**src/source/text_overlay_pkg.sv**
```systemverilog
package text_overlay_pkg;

   // raster coordinate, also used for field start positions
   typedef logic [9:0] coord_t;

   // character code fed to the font lookup
   typedef logic [7:0] ascii_t;

   // pixel position inside one 8x16 glyph
   typedef logic [2:0] glyph_col_t;
   typedef logic [3:0] glyph_row_t;

   // character index inside a field, 12 slots max
   typedef logic [3:0] slot_t;

   // table selectors
   typedef logic [2:0] poke_id_t;
   typedef logic [4:0] move_id_t;

   // hit points, 0 to 199 in practice
   typedef logic [7:0] hp_t;

   // which field the pixel belongs to
   typedef logic [1:0] field_t;

   // glyph cell size in pixels
   localparam int CHAR_W = 8;
   localparam int CHAR_H = 16;

   // field lengths in characters
   localparam int NAME_LEN = 9;
   localparam int MOVE_LEN = 12;
   // "ccc/mmm"
   localparam int HP_LEN = 7;

   // table depths
   localparam int NUM_POKE = 8;
   localparam int NUM_MOVES = 26;

   // characters used outside the name tables
   localparam ascii_t ASCII_SPACE = 8'h20;
   localparam ascii_t ASCII_ZERO = 8'h30;
   localparam ascii_t ASCII_ONE = 8'h31;
   localparam ascii_t ASCII_SLASH = 8'h2f;

   // field codes, NONE when nothing is drawn
   localparam field_t FIELD_NONE = 2'd0;
   localparam field_t FIELD_NAME = 2'd1;
   localparam field_t FIELD_MOVE = 2'd2;
   localparam field_t FIELD_HP = 2'd3;

endpackage

```
**src/source/hp_digit_format.sv**
```systemverilog
`timescale 1ns/1ps

module hp_digit_format (
   input  text_overlay_pkg::hp_t    cur_hp,
   input  text_overlay_pkg::hp_t    max_hp,
   input  text_overlay_pkg::slot_t  slot,
   output text_overlay_pkg::ascii_t hp_char
);

   localparam text_overlay_pkg::hp_t HUNDRED = 8'd100;
   localparam text_overlay_pkg::hp_t TEN = 8'd10;

   // decimal digits, hundreds only ever 0 or 1
   text_overlay_pkg::hp_t cur_tens;
   text_overlay_pkg::hp_t cur_ones;
   text_overlay_pkg::hp_t max_tens;
   text_overlay_pkg::hp_t max_ones;
   logic cur_big;
   logic max_big;

   // readout characters for each side of the slash
   text_overlay_pkg::ascii_t cur_h_char;
   text_overlay_pkg::ascii_t cur_t_char;
   text_overlay_pkg::ascii_t max_h_char;

   assign cur_big = (cur_hp >= HUNDRED);
   assign max_big = (max_hp >= HUNDRED);

   assign cur_tens = (cur_hp % HUNDRED) / TEN;
   assign cur_ones = cur_hp % TEN;
   assign max_tens = (max_hp % HUNDRED) / TEN;
   assign max_ones = max_hp % TEN;

   // leading '1' or blank
   assign cur_h_char = cur_big ? text_overlay_pkg::ASCII_ONE : text_overlay_pkg::ASCII_SPACE;
   assign max_h_char = max_big ? text_overlay_pkg::ASCII_ONE : text_overlay_pkg::ASCII_SPACE;

   // current value blanks a leading zero tens digit
   // max keeps its zero, so 5/5 reads "  5/ 05"
   assign cur_t_char = (!cur_big && cur_tens == '0) ? text_overlay_pkg::ASCII_SPACE :
                       text_overlay_pkg::ASCII_ZERO + text_overlay_pkg::ascii_t'(cur_tens);

   // slot order "ccc/mmm"
   always_comb begin
      case (slot)
         4'd0:    hp_char = cur_h_char;
         4'd1:    hp_char = cur_t_char;
         4'd2:    hp_char = text_overlay_pkg::ASCII_ZERO + text_overlay_pkg::ascii_t'(cur_ones);
         4'd3:    hp_char = text_overlay_pkg::ASCII_SLASH;
         4'd4:    hp_char = max_h_char;
         4'd5:    hp_char = text_overlay_pkg::ASCII_ZERO + text_overlay_pkg::ascii_t'(max_tens);
         4'd6:    hp_char = text_overlay_pkg::ASCII_ZERO + text_overlay_pkg::ascii_t'(max_ones);
         default: hp_char = text_overlay_pkg::ASCII_SPACE;
      endcase
   end

endmodule

```
**src/source/name_rom.sv**
```systemverilog
`timescale 1ns/1ps

module name_rom (
   input  text_overlay_pkg::poke_id_t poke_id,
   input  text_overlay_pkg::slot_t    name_slot,
   input  text_overlay_pkg::move_id_t move_id,
   input  text_overlay_pkg::slot_t    move_slot,
   output text_overlay_pkg::ascii_t   name_char,
   output text_overlay_pkg::ascii_t   move_char
);

   localparam int NAME_CHARS = text_overlay_pkg::NAME_LEN;
   localparam int MOVE_CHARS = text_overlay_pkg::MOVE_LEN;

   // creature names, space padded to 9
   // element 0 of each row is the leftmost character
   localparam logic [0:NAME_CHARS-1][7:0] POKE_NAMES [text_overlay_pkg::NUM_POKE] = '{
      "BLASTOISE",
      "CHARIZARD",
      "DRAGONITE",
      "GENGAR   ",
      "MEW      ",
      "PIKACHU  ",
      "VENUSAUR ",
      "WEEZING  "
   };

   // move names, space padded to 12
   localparam logic [0:MOVE_CHARS-1][7:0] MOVE_NAMES [text_overlay_pkg::NUM_MOVES] = '{
      "HYDRO PUMP  ",
      "ICE BEAM    ",
      "CRUNCH      ",
      "AURA SPHERE ",
      "FLAMETHROWER",
      "THUNDERPUNCH",
      "AIR SLASH   ",
      "DRAGON CLAW ",
      "ENERGY BALL ",
      "SLUDGE BOMB ",
      "EARTHQUAKE  ",
      "PETAL DANCE ",
      "THUNDERBOLT ",
      "SLAM        ",
      "SURF        ",
      "THUNDER     ",
      "DARK PULSE  ",
      "SHADOW BALL ",
      "PSYCHIC     ",
      "PLAY ROUGH  ",
      "FLASH CANNON",
      "BUG BUZZ    ",
      "FIRE BLAST  ",
      "ROCK SLIDE  ",
      "DRAGON PULSE",
      "BLIZZARD    "
   };

   // name lookup
   // all 8 ids are populated, only the slot needs a range check
   always_comb begin
      if (name_slot < text_overlay_pkg::slot_t'(NAME_CHARS)) begin
         name_char = POKE_NAMES[poke_id][name_slot];
      end else begin
         name_char = text_overlay_pkg::ASCII_SPACE;
      end
   end

   // move lookup
   // ids 26..31 have no entry and read as blanks
   always_comb begin
      if (move_id < text_overlay_pkg::move_id_t'(text_overlay_pkg::NUM_MOVES) &&
          move_slot < text_overlay_pkg::slot_t'(MOVE_CHARS)) begin
         move_char = MOVE_NAMES[move_id][move_slot];
      end else begin
         move_char = text_overlay_pkg::ASCII_SPACE;
      end
   end

endmodule

```
**src/source/text_field_window.sv**
```systemverilog
`timescale 1ns/1ps

module text_field_window #(
   parameter int LENGTH = 9
) (
   input  text_overlay_pkg::coord_t     draw_x,
   input  text_overlay_pkg::coord_t     draw_y,
   input  text_overlay_pkg::coord_t     start_x,
   input  text_overlay_pkg::coord_t     start_y,
   output logic                         in_field,
   output text_overlay_pkg::slot_t      slot,
   output text_overlay_pkg::glyph_col_t glyph_col,
   output text_overlay_pkg::glyph_row_t glyph_row
);

   // field extent in pixels
   localparam text_overlay_pkg::coord_t FIELD_W = text_overlay_pkg::coord_t'(
      LENGTH * text_overlay_pkg::CHAR_W);
   localparam text_overlay_pkg::coord_t FIELD_H = text_overlay_pkg::coord_t'(
      text_overlay_pkg::CHAR_H);
   localparam text_overlay_pkg::coord_t CELL_W = text_overlay_pkg::coord_t'(
      text_overlay_pkg::CHAR_W);

   // offsets from the field origin
   // wrap when the pixel is left of or above the field, so range test covers both
   text_overlay_pkg::coord_t dx;
   text_overlay_pkg::coord_t dy;

   assign dx = draw_x - start_x;
   assign dy = draw_y - start_y;

   always_comb begin
      in_field = (draw_x >= start_x) && (dx < FIELD_W) &&
                 (draw_y >= start_y) && (dy < FIELD_H);
      if (in_field) begin
         // cell index and column inside the cell
         slot = text_overlay_pkg::slot_t'(dx / CELL_W);
         glyph_col = text_overlay_pkg::glyph_col_t'(dx % CELL_W);
         // dy < 16 here so the low bits are the whole row
         glyph_row = text_overlay_pkg::glyph_row_t'(dy);
      end else begin
         slot = '0;
         glyph_col = '0;
         glyph_row = '0;
      end
   end

endmodule

```
**src/source/text_overlay.sv**
```systemverilog
`timescale 1ns/1ps

module text_overlay #(
   parameter int NAME_LEN = text_overlay_pkg::NAME_LEN,
   parameter int MOVE_LEN = text_overlay_pkg::MOVE_LEN,
   parameter int HP_LEN = text_overlay_pkg::HP_LEN
) (
   input  logic                         clk,
   input  logic                         rst,
   input  text_overlay_pkg::coord_t     draw_x,
   input  text_overlay_pkg::coord_t     draw_y,
   input  text_overlay_pkg::coord_t     name_x,
   input  text_overlay_pkg::coord_t     name_y,
   input  text_overlay_pkg::coord_t     move_x,
   input  text_overlay_pkg::coord_t     move_y,
   input  text_overlay_pkg::coord_t     hp_x,
   input  text_overlay_pkg::coord_t     hp_y,
   input  text_overlay_pkg::poke_id_t   poke_id,
   input  text_overlay_pkg::move_id_t   move_id,
   input  text_overlay_pkg::hp_t        cur_hp,
   input  text_overlay_pkg::hp_t        max_hp,
   output logic                         text_on,
   output text_overlay_pkg::ascii_t     char_code,
   output text_overlay_pkg::glyph_col_t glyph_col,
   output text_overlay_pkg::glyph_row_t glyph_row,
   output text_overlay_pkg::field_t     field
);

   // per-field window results
   logic name_hit;
   logic move_hit;
   logic hp_hit;
   text_overlay_pkg::slot_t name_slot;
   text_overlay_pkg::slot_t move_slot;
   text_overlay_pkg::slot_t hp_slot;
   text_overlay_pkg::glyph_col_t name_col;
   text_overlay_pkg::glyph_col_t move_col;
   text_overlay_pkg::glyph_col_t hp_col;
   text_overlay_pkg::glyph_row_t name_row;
   text_overlay_pkg::glyph_row_t move_row;
   text_overlay_pkg::glyph_row_t hp_row;

   // characters at the current slots
   text_overlay_pkg::ascii_t name_char;
   text_overlay_pkg::ascii_t move_char;
   text_overlay_pkg::ascii_t hp_char;

   // winning field, before the register
   logic                         nxt_on;
   text_overlay_pkg::ascii_t     nxt_char;
   text_overlay_pkg::glyph_col_t nxt_col;
   text_overlay_pkg::glyph_row_t nxt_row;
   text_overlay_pkg::field_t     nxt_field;

   // one window per field, all share the same draw position
   text_field_window #(.LENGTH(NAME_LEN)) name_win (
      .draw_x    (draw_x),
      .draw_y    (draw_y),
      .start_x   (name_x),
      .start_y   (name_y),
      .in_field  (name_hit),
      .slot      (name_slot),
      .glyph_col (name_col),
      .glyph_row (name_row)
   );

   text_field_window #(.LENGTH(MOVE_LEN)) move_win (
      .draw_x    (draw_x),
      .draw_y    (draw_y),
      .start_x   (move_x),
      .start_y   (move_y),
      .in_field  (move_hit),
      .slot      (move_slot),
      .glyph_col (move_col),
      .glyph_row (move_row)
   );

   text_field_window #(.LENGTH(HP_LEN)) hp_win (
      .draw_x    (draw_x),
      .draw_y    (draw_y),
      .start_x   (hp_x),
      .start_y   (hp_y),
      .in_field  (hp_hit),
      .slot      (hp_slot),
      .glyph_col (hp_col),
      .glyph_row (hp_row)
   );

   // name and move strings
   name_rom names_i (
      .poke_id   (poke_id),
      .name_slot (name_slot),
      .move_id   (move_id),
      .move_slot (move_slot),
      .name_char (name_char),
      .move_char (move_char)
   );

   // "ccc/mmm" digits
   hp_digit_format hp_fmt_i (
      .cur_hp  (cur_hp),
      .max_hp  (max_hp),
      .slot    (hp_slot),
      .hp_char (hp_char)
   );

   // priority name > move > hp
   always_comb begin
      nxt_on = 1'b1;
      if (name_hit) begin
         nxt_char = name_char;
         nxt_col = name_col;
         nxt_row = name_row;
         nxt_field = text_overlay_pkg::FIELD_NAME;
      end else if (move_hit) begin
         nxt_char = move_char;
         nxt_col = move_col;
         nxt_row = move_row;
         nxt_field = text_overlay_pkg::FIELD_MOVE;
      end else if (hp_hit) begin
         nxt_char = hp_char;
         nxt_col = hp_col;
         nxt_row = hp_row;
         nxt_field = text_overlay_pkg::FIELD_HP;
      end else begin
         // background pixel, blank glyph
         nxt_on = 1'b0;
         nxt_char = text_overlay_pkg::ASCII_SPACE;
         nxt_col = '0;
         nxt_row = '0;
         nxt_field = text_overlay_pkg::FIELD_NONE;
      end
   end

   // single pixel stage toward the font lookup
   always_ff @(posedge clk) begin
      if (rst) begin
         text_on <= 1'b0;
         char_code <= text_overlay_pkg::ASCII_SPACE;
         glyph_col <= '0;
         glyph_row <= '0;
         field <= text_overlay_pkg::FIELD_NONE;
      end else begin
         text_on <= nxt_on;
         char_code <= nxt_char;
         glyph_col <= nxt_col;
         glyph_row <= nxt_row;
         field <= nxt_field;
      end
   end

endmodule

```
**config.mk**
```make
export PLATFORM = sky130hd
export DESIGN_NAME = text_overlay
export DESIGN_NICKNAME = d
export VERILOG_FILES = /design/src/source/text_overlay_pkg.sv /design/src/source/hp_digit_format.sv /design/src/source/name_rom.sv /design/src/source/text_field_window.sv /design/src/source/text_overlay.sv
export SDC_FILE = /design/constraint.sdc
export NUM_CORES = 1
export LEC_CHECK = 0
export BUFFER_PORTS_ARGS = -buffer_cell sky130_fd_sc_hd__buf_2
export CORE_UTILIZATION = 41
export DETAILED_ROUTE_END_ITERATION = 7
export PLACE_DENSITY_LB_ADDON = 0.2
export SLEW_MARGIN = 20
export SYNTH_ARGS = -nofsm -noshare
export SYNTH_HDL_FRONTEND = slang
export SYNTH_SLANG_ARGS = --single-unit
export TNS_END_PERCENT = 5
```
**constraint.sdc**
```tcl
create_clock -name clk -period 11.8 [get_ports clk]
set_input_delay 2.36 -clock clk [delete_from_list [all_inputs] [get_ports clk]]
set_output_delay 2.36 -clock clk [all_outputs]
set_load 0.05 [all_outputs]
```
## Yosys cells after proc, flatten, opt, wreduce, memory -nomap -nowiden

Memories as Yosys holds them, arrays and structs flattened.
Index checks and enable logic that the tools add are counted.

| word-level totals | value |
|---|---|
| bits in registers | 18 |
| ROM bits | 3648 |
| input bits | 106 |
| output and inout port bits | 18 |
| logic and storage cells | 104 |
| memories kept | 2 |

Memories:

| memory | depth | bits a word | read ports | clocked after Yosys merged registers in | write ports | line | RTL |
|---|---|---|---|---|---|---|---|
| (no name shown) | 32 | 96 | 1 | 0 | 0 | name_rom.sv:73 | `move_char = MOVE_NAMES[move_id][move_slot];` |
| (no name shown) | 8 | 72 | 1 | 0 | 0 | name_rom.sv:62 | `name_char = POKE_NAMES[poke_id][name_slot];` |

| cells by class | value |
|---|---|
| add/sub/neg operators | 10 |
| div/mod/pow operators | 6 |
| $lt $le $gt $ge | 21 |
| eq/ne operators | 6 |
| multiplexer cells | 34 |
| bitwise logic cells | 4 |
| reduce and logical (&&, ||, !) cells | 15 |

Operators with widths:

| cell | number |
|---|---|
| $mux W96 | 2 |
| $mux W72 | 2 |
| $mux W8 | 10 |
| $bmux W8 S4 | 2 |
| $ge A10 B10 Y1 | 6 |
| $sub A10 B10 Y10 | 6 |
| $pmux W8 S7 | 1 |
| $add A6 B8 Y8 const A | 4 |
| $lt A10 B5 Y1 const B | 3 |
| $mux W4 | 6 |
| $lt A10 B7 Y1 const B | 2 |
| $div A8 B4 Y8 const B | 2 |
| $ge A8 B7 Y1 const B | 2 |
| $mod A8 B4 Y8 const B | 2 |
| $mod A8 B7 Y8 const B | 2 |
| $eq A4 B3 Y1 const B | 3 |
| $logic_and A1 B1 Y1 | 11 |
| $ge A5 B5 Y1 const B | 2 |
| $lt A10 B6 Y1 const B | 1 |
| $mux W5 | 2 |
| $not A4 Y5 | 2 |
| $mux W3 | 3 |
| $eq A4 B2 Y1 const B | 2 |
| $logic_not A8 Y1 | 1 |
| 12 further kinds | 17 |

## Logic depth before layout (Yosys ltp)

| logic depth | value |
|---|---|
| word-level depth | 13 |
| gate-level depth with buffers | 21 |
| gate-level depth less buffers | 20 |

## Modules after synthesis

Synthesis repeated with hierarchy kept, for this count alone.

| second synthesis, totals | value |
|---|---|
| cell total of the unflattened synthesis | 1590 |
| area total of the unflattened synthesis | 10780.3 um^2 |

By module, submodules not included:

| module | instances | cells an instance | area each (um^2) | sequential area each (um^2) |
|---|---|---|---|---|
| name_rom | 1 | 585 | 3657.3 | 0.0 |
| hp_digit_format | 1 | 387 | 2328.5 | 0.0 |
| text_field_window at move_win | 1 | 180 | 1313.8 | 0.0 |
| text_field_window at name_win | 1 | 181 | 1265.0 | 0.0 |
| text_field_window at hp_win | 1 | 163 | 1244.9 | 0.0 |
| text_overlay | 1 | 94 | 970.9 | 360.3 |

## Worst setup path before layout

Ideal clock, no wire load.

| path | value |
|---|---|
| kind | input to register |
| start | in hp_y[6] |
| end | reg char_code[5] |
| setup time | 115 ps |
| data arrival time | 6145 ps |
| required time | 11685 ps |
| slack | 5540 ps |
| stages | 18 |
| path buffers | 1 |
| path through | inv_1 ha_1 a221oi_2 o221ai_1 or4_1 or4_1 a2111o_1 or4b_1 buf_2 nor2_1 nand3_1 o21ai_0 a21oi_1 ha_1 nor3_1 a21oi_1 o211ai_1 and3_1 |

| between the ends | value |
|---|---|
| longest elaborated chain between the ends | 9 |
| elaborated cells on any way between the ends | 17 |
| those cells by class | add/sub: 1; order compare: 2; eq/ne: 6; mux: 5; reduce/logical: 3 |

RTL lines:

| item | line | RTL |
|---|---|---|
| from (decl) | text_overlay.sv:17 | `input text_overlay_pkg::coord_t hp_y,` |
| $sub A10 B10 Y10 or $ge A10 B10 Y1 (tied branches) | text_field_window.sv:30, text_field_window.sv:34 |  |
| $lt A10 B5 Y1 or $logic_and A1 B1 Y1 (tied branches) | text_field_window.sv:34, text_field_window.sv:33 |  |
| $logic_and A1 B1 Y1 (*) | text_field_window.sv:34 | `(draw_y >= start_y) && (dy < FIELD_H);` |
| $mux W4 | text_field_window.sv:35 | `if (in_field) begin` |
| $eq A4 B3 Y1, or another cell as far along | hp_digit_format.sv:45 | `case (slot)` |
| $pmux W8 S7 | hp_digit_format.sv:45 |  |
| $mux W8 (*) | text_overlay.sv:120 | `end else if (hp_hit) begin` |
| $mux W8 (*) | text_overlay.sv:115 | `end else if (move_hit) begin` |
| $mux W8 (*) | text_overlay.sv:110 | `if (name_hit) begin` |
| to (signal assigned) | text_overlay.sv:139 | `char_code <= text_overlay_pkg::ASCII_SPACE;` |
| to (signal assigned) | text_overlay.sv:145 | `char_code <= nxt_char;` |
| to (decl) | text_overlay.sv:23 | `output text_overlay_pkg::ascii_t char_code,` |

Mark *: on every way between the ends. The rest lies on a longest branch, timed or not.
A chain may end at the register's enable or synchronous reset.

## Worst setup path in the final report

| path | value |
|---|---|
| start | in draw_x[0] |
| end | reg char_code[5] |

| between the ends | value |
|---|---|
| longest elaborated chain between the ends | 13 |
| elaborated cells on any way between the ends | 45 |
| those cells by class | add/sub: 3; order compare: 8; eq/ne: 6; mux: 15; bitwise: 2; reduce/logical: 11 |

RTL lines:

| item | line | RTL |
|---|---|---|
| from (decl) | text_overlay.sv:10 | `input text_overlay_pkg::coord_t draw_x,` |
| $sub A10 B10 Y10 | text_field_window.sv:29 | `assign dx = draw_x - start_x;` |
| $lt A10 B7 Y1 | text_field_window.sv:33 | `in_field = (draw_x >= start_x) && (dx < FIELD_W) &&` |
| $logic_and A1 B1 Y1 (2 in series) | text_field_window.sv:33 |  |
| $logic_and A1 B1 Y1 | text_field_window.sv:34 |  |
| $mux W4 | text_field_window.sv:35 |  |
| $not A4 Y5 (not written as such) | name_rom.sv:73 |  |
| $bmux W8 S4 | name_rom.sv:73 |  |
| $mux W8 (not written as such) (2 in series) | name_rom.sv:73 |  |
| $mux W8 | name_rom.sv:71 | `if (move_id < text_overlay_pkg::move_id_t'(text_overlay_pkg::NUM_MOVES) &&` |
| $mux W8 | text_overlay.sv:115 |  |
| $mux W8 (*) | text_overlay.sv:110 |  |

Mark *: on every way between the ends. The rest lies on a longest branch, timed or not. The select of a mux whose other input is x is not followed.

==> out/summary.txt <==
HP Class: in -> reg
Synth async-reset ratio: 0%
RSZ-0062 raised after global routing: no
CP required: 12.01 ns
Critical path arrival: 6.86 ns
Initial antenna violation count: 1
Critical path cell sequence: buf_2 > inv_1 > ha_1 > inv_1 > fa_1 > a21o_1 > a21oi_1 > xor2_1 > nor2_1 > a2111o_1 > or4b_1 > nor2_1 > a21oi_1 > a21oi_1 > ha_1 > nor3_1 > a21oi_1 > o211ai_1 > and3_1
Clock sinks: 18
CP startpoint kind: input pin
Final wirelength: 34740 um
Slowest stage delay, CP: 0.68 ns
Global-route wire length before repair: 53970 um
CTS tree: yes
Synth area leaders: ha_1, a21oi_1, o21ai_0, nand2_1, nor2_1
GRT Resource Usage Total: 29.96%
Post-synth top cells: a21oi_1, nand2_1, o21ai_0
Max_cap viols: 0
CP endpoint: char_code[5]
Synth Register Bits: 18
Syn Area/Cell: 6.319 um2
Die area: 0.02264 mm2
Area growth syn-to-layout: 8.557%
Most frequent cell after synthesis: a21oi_1
Crit end category: flop
Port bufs: 123
Via Count: 11330
Post_cts resized: 0
Post-synthesis cell count: 1430
H-tree lvl count: 1
First drt pass iteration count: 5
Pin count of the biggest net entering global routing: 78
CTS Buffer Depth: 2
Total number of yosys warnings: 0
Post-synth EDFFs: 0
Crit path max fanout: 9
Top Ports: 124
Post-route cell area: 0.009809 mm2
Clk root buf: clkbuf_16
Vias per cell: 6.503
Most used cell, CP: a21oi_1
Fmax achieved: 150.4 MHz
Die width: 150.5 um
Share of cells above drive strength 1: 11.87%
Cell area after technology mapping: 0.009036 mm2
Num CTS Buffers: 3
Clock transition at path regs: 0.06 ns
Cell variety after synth: 90
Slew margin rel.: 35.97%
Final hold violation count: 0
Final period utilization: 56.36%
Status: completed
Setup_tns: 0 ns
Tmin final: 6.650 ns
WP buf/inv: 3
P_leak: 4.083 nW
CTS Hold Buffers Added: 0
Post-route ant nets: 0
Final nets: 1662
Total global routing overflow: 0
Max IR drop VDD: 0.04695 mV
Initial Utilization: 42.45%
Core Area: 0.02129 mm2
Synth Flop Type: dfxtp_1
Sequential share of the synthesized area: 3.988%
Die height: 150.5 um
Worst-margin pin slew: 0.9484 ns
CP top delay family: simple AND/OR/NAND/NOR gates
Vias in the first global route: 10000
DRC: 0
Drt wl/cell: 19.94 um
Post-DP HPWL: 26690 um
P per Cell Area: 64.67 mW/mm2
Worst Setup SP: draw_x[0]
Row cnt: 53
CP max stage cell: or4b_1
DR iter-0 viols: 1372
Leading area contributor after synthesis: ha_1
Final setup violation count: 0
Post-synth top area share: 11.49%
Placer Congestion: 0.9616
Fill cells: 2225
Mapped Nets: 1625
Crit Path Category: in -> reg
Final Max Slew Viols: 0
Cell depth of the worst setup path: 19
Post-Place Cell Area: 0.009711 mm2
# Post-CTS Setup Buffers: 0
==> area by class of cell <==
class	instances	area (um2)	share of cell area, %
Multi-Input combinational cell	1215	7955	81.10
Timing Repair Buffer	135	705.7	7.194
Sequential cell	18	360.3	3.673
Inverter	94	352.8	3.597
Tap cell	275	344.1	3.508
Clock buffer	4	88.84	0.9056
Antenna cell	1	2.502	0.02551
==> cells by family (layout without fill, tap and decap cells) <==
| logic type | after synthesis | after routing | synth area share, % |
|---|---|---|---|
| other cells | 1 | 2 | 0.04150 |
| mux | 29 | 29 | 3.448 |
| fa+ha+maj | 89 | 89 | 12.82 |
| buf+inv | 197 | 233 | 8.225 |
| xor+xnor | 36 | 36 | 3.489 |
| compound gates | 561 | 561 | 40.53 |
| flops | 18 | 18 | 3.988 |
| simple gates | 499 | 499 | 27.46 |
==> layer usage <==
metal	vias to the layer above	track usage, %	wire length [um]
met2	618	45.78	15120
met1	5178	41.97	15250
li1	5421	-	-
met4	0	10.25	1246
met5	-	0	0
met3	111	5.121	3122
==> cells in the final DEF, fill, tap and decap left out, types with 13 or more instances in the layout <==
master and n:
o21a_1 19, nand2b_1 32, a21oi_1 145, ha_1 83
nor2_1 118, xor2_1 17, or3_1 14, a211oi_1 21
dfxtp_1 18, xnor2_1 18, nand3_1 34, nor2b_1 30
buf_2 123, nand2_1 142, o22ai_1 21, a31oi_1 29
o31ai_1 15, o211ai_1 26, nor3_1 43, inv_1 91
o21ai_0 126, a21o_1 19, o2111ai_1 13, mux2i_1 21
==> worst min path at each step <==
| stage | endpoint | cells past startpoint | start | slack, ns |
|---|---|---|---|---|
| global route | glyph_col[0] | 5 | hp_x[0] | 2.55 |
| finish | glyph_col[0] | 5 | hp_x[0] | 2.51 |
| floorplan | glyph_col[0] | 3 | name_x[0] | 2.65 |
| detailed placement | glyph_col[0] | 5 | hp_x[0] | 2.79 |
| CTS | glyph_col[0] | 5 | hp_x[0] | 2.51 |
| global placement | glyph_col[0] | 4 | name_x[0] | 2.79 |
==> stage by stage <==
| stage | setup WS (ns) | hold WS [ns] | util, % | power (mW) | instances |
|---|---|---|---|---|---|
| 2_1_floorplan | 5.540 | 2.649 | - | 0.4039 | 1430 |
| 3_3_place_gp | 5.002 | 2.793 | 45.62 | 0.5379 | 1737 |
| 3_5_place_dp | 4.916 | 2.790 | 45.62 | 0.5365 | 1737 |
| 4_1_cts | 5.188 | 2.513 | 46.04 | 0.6196 | 1741 |
| 5_1_grt | 4.841 | 2.549 | 46.07 | 0.6803 | 1741 |
| 6_report | 5.150 | 2.514 | 46.08 | 0.6344 | 1742 |
==> where the power goes <==
part | leakage, nW | total, mW | switching [mW] | internal, mW
clock network | 0.0442 | 0.0812 | 0.0293 | 0.0519
logic | 3.89 | 0.492 | 0.319 | 0.174
registers | 0.145 | 0.0608 | 0.0000154 | 0.0608
==> tightest hold or removal path, stage by stage <==
cell,delay (ns)
buf_2,0.08
ha_1,0.11
o22ai_1,0.06
nand2_1,0.06
a21oi_1,0.06
==> state kept, by name (all words and copies together), names as in the netlist <==
name,flops
glyph_row,4
text_on,1
char_code,8
field,2
glyph_col,3
No activity file was read; power rests on OpenSTA's default activity.
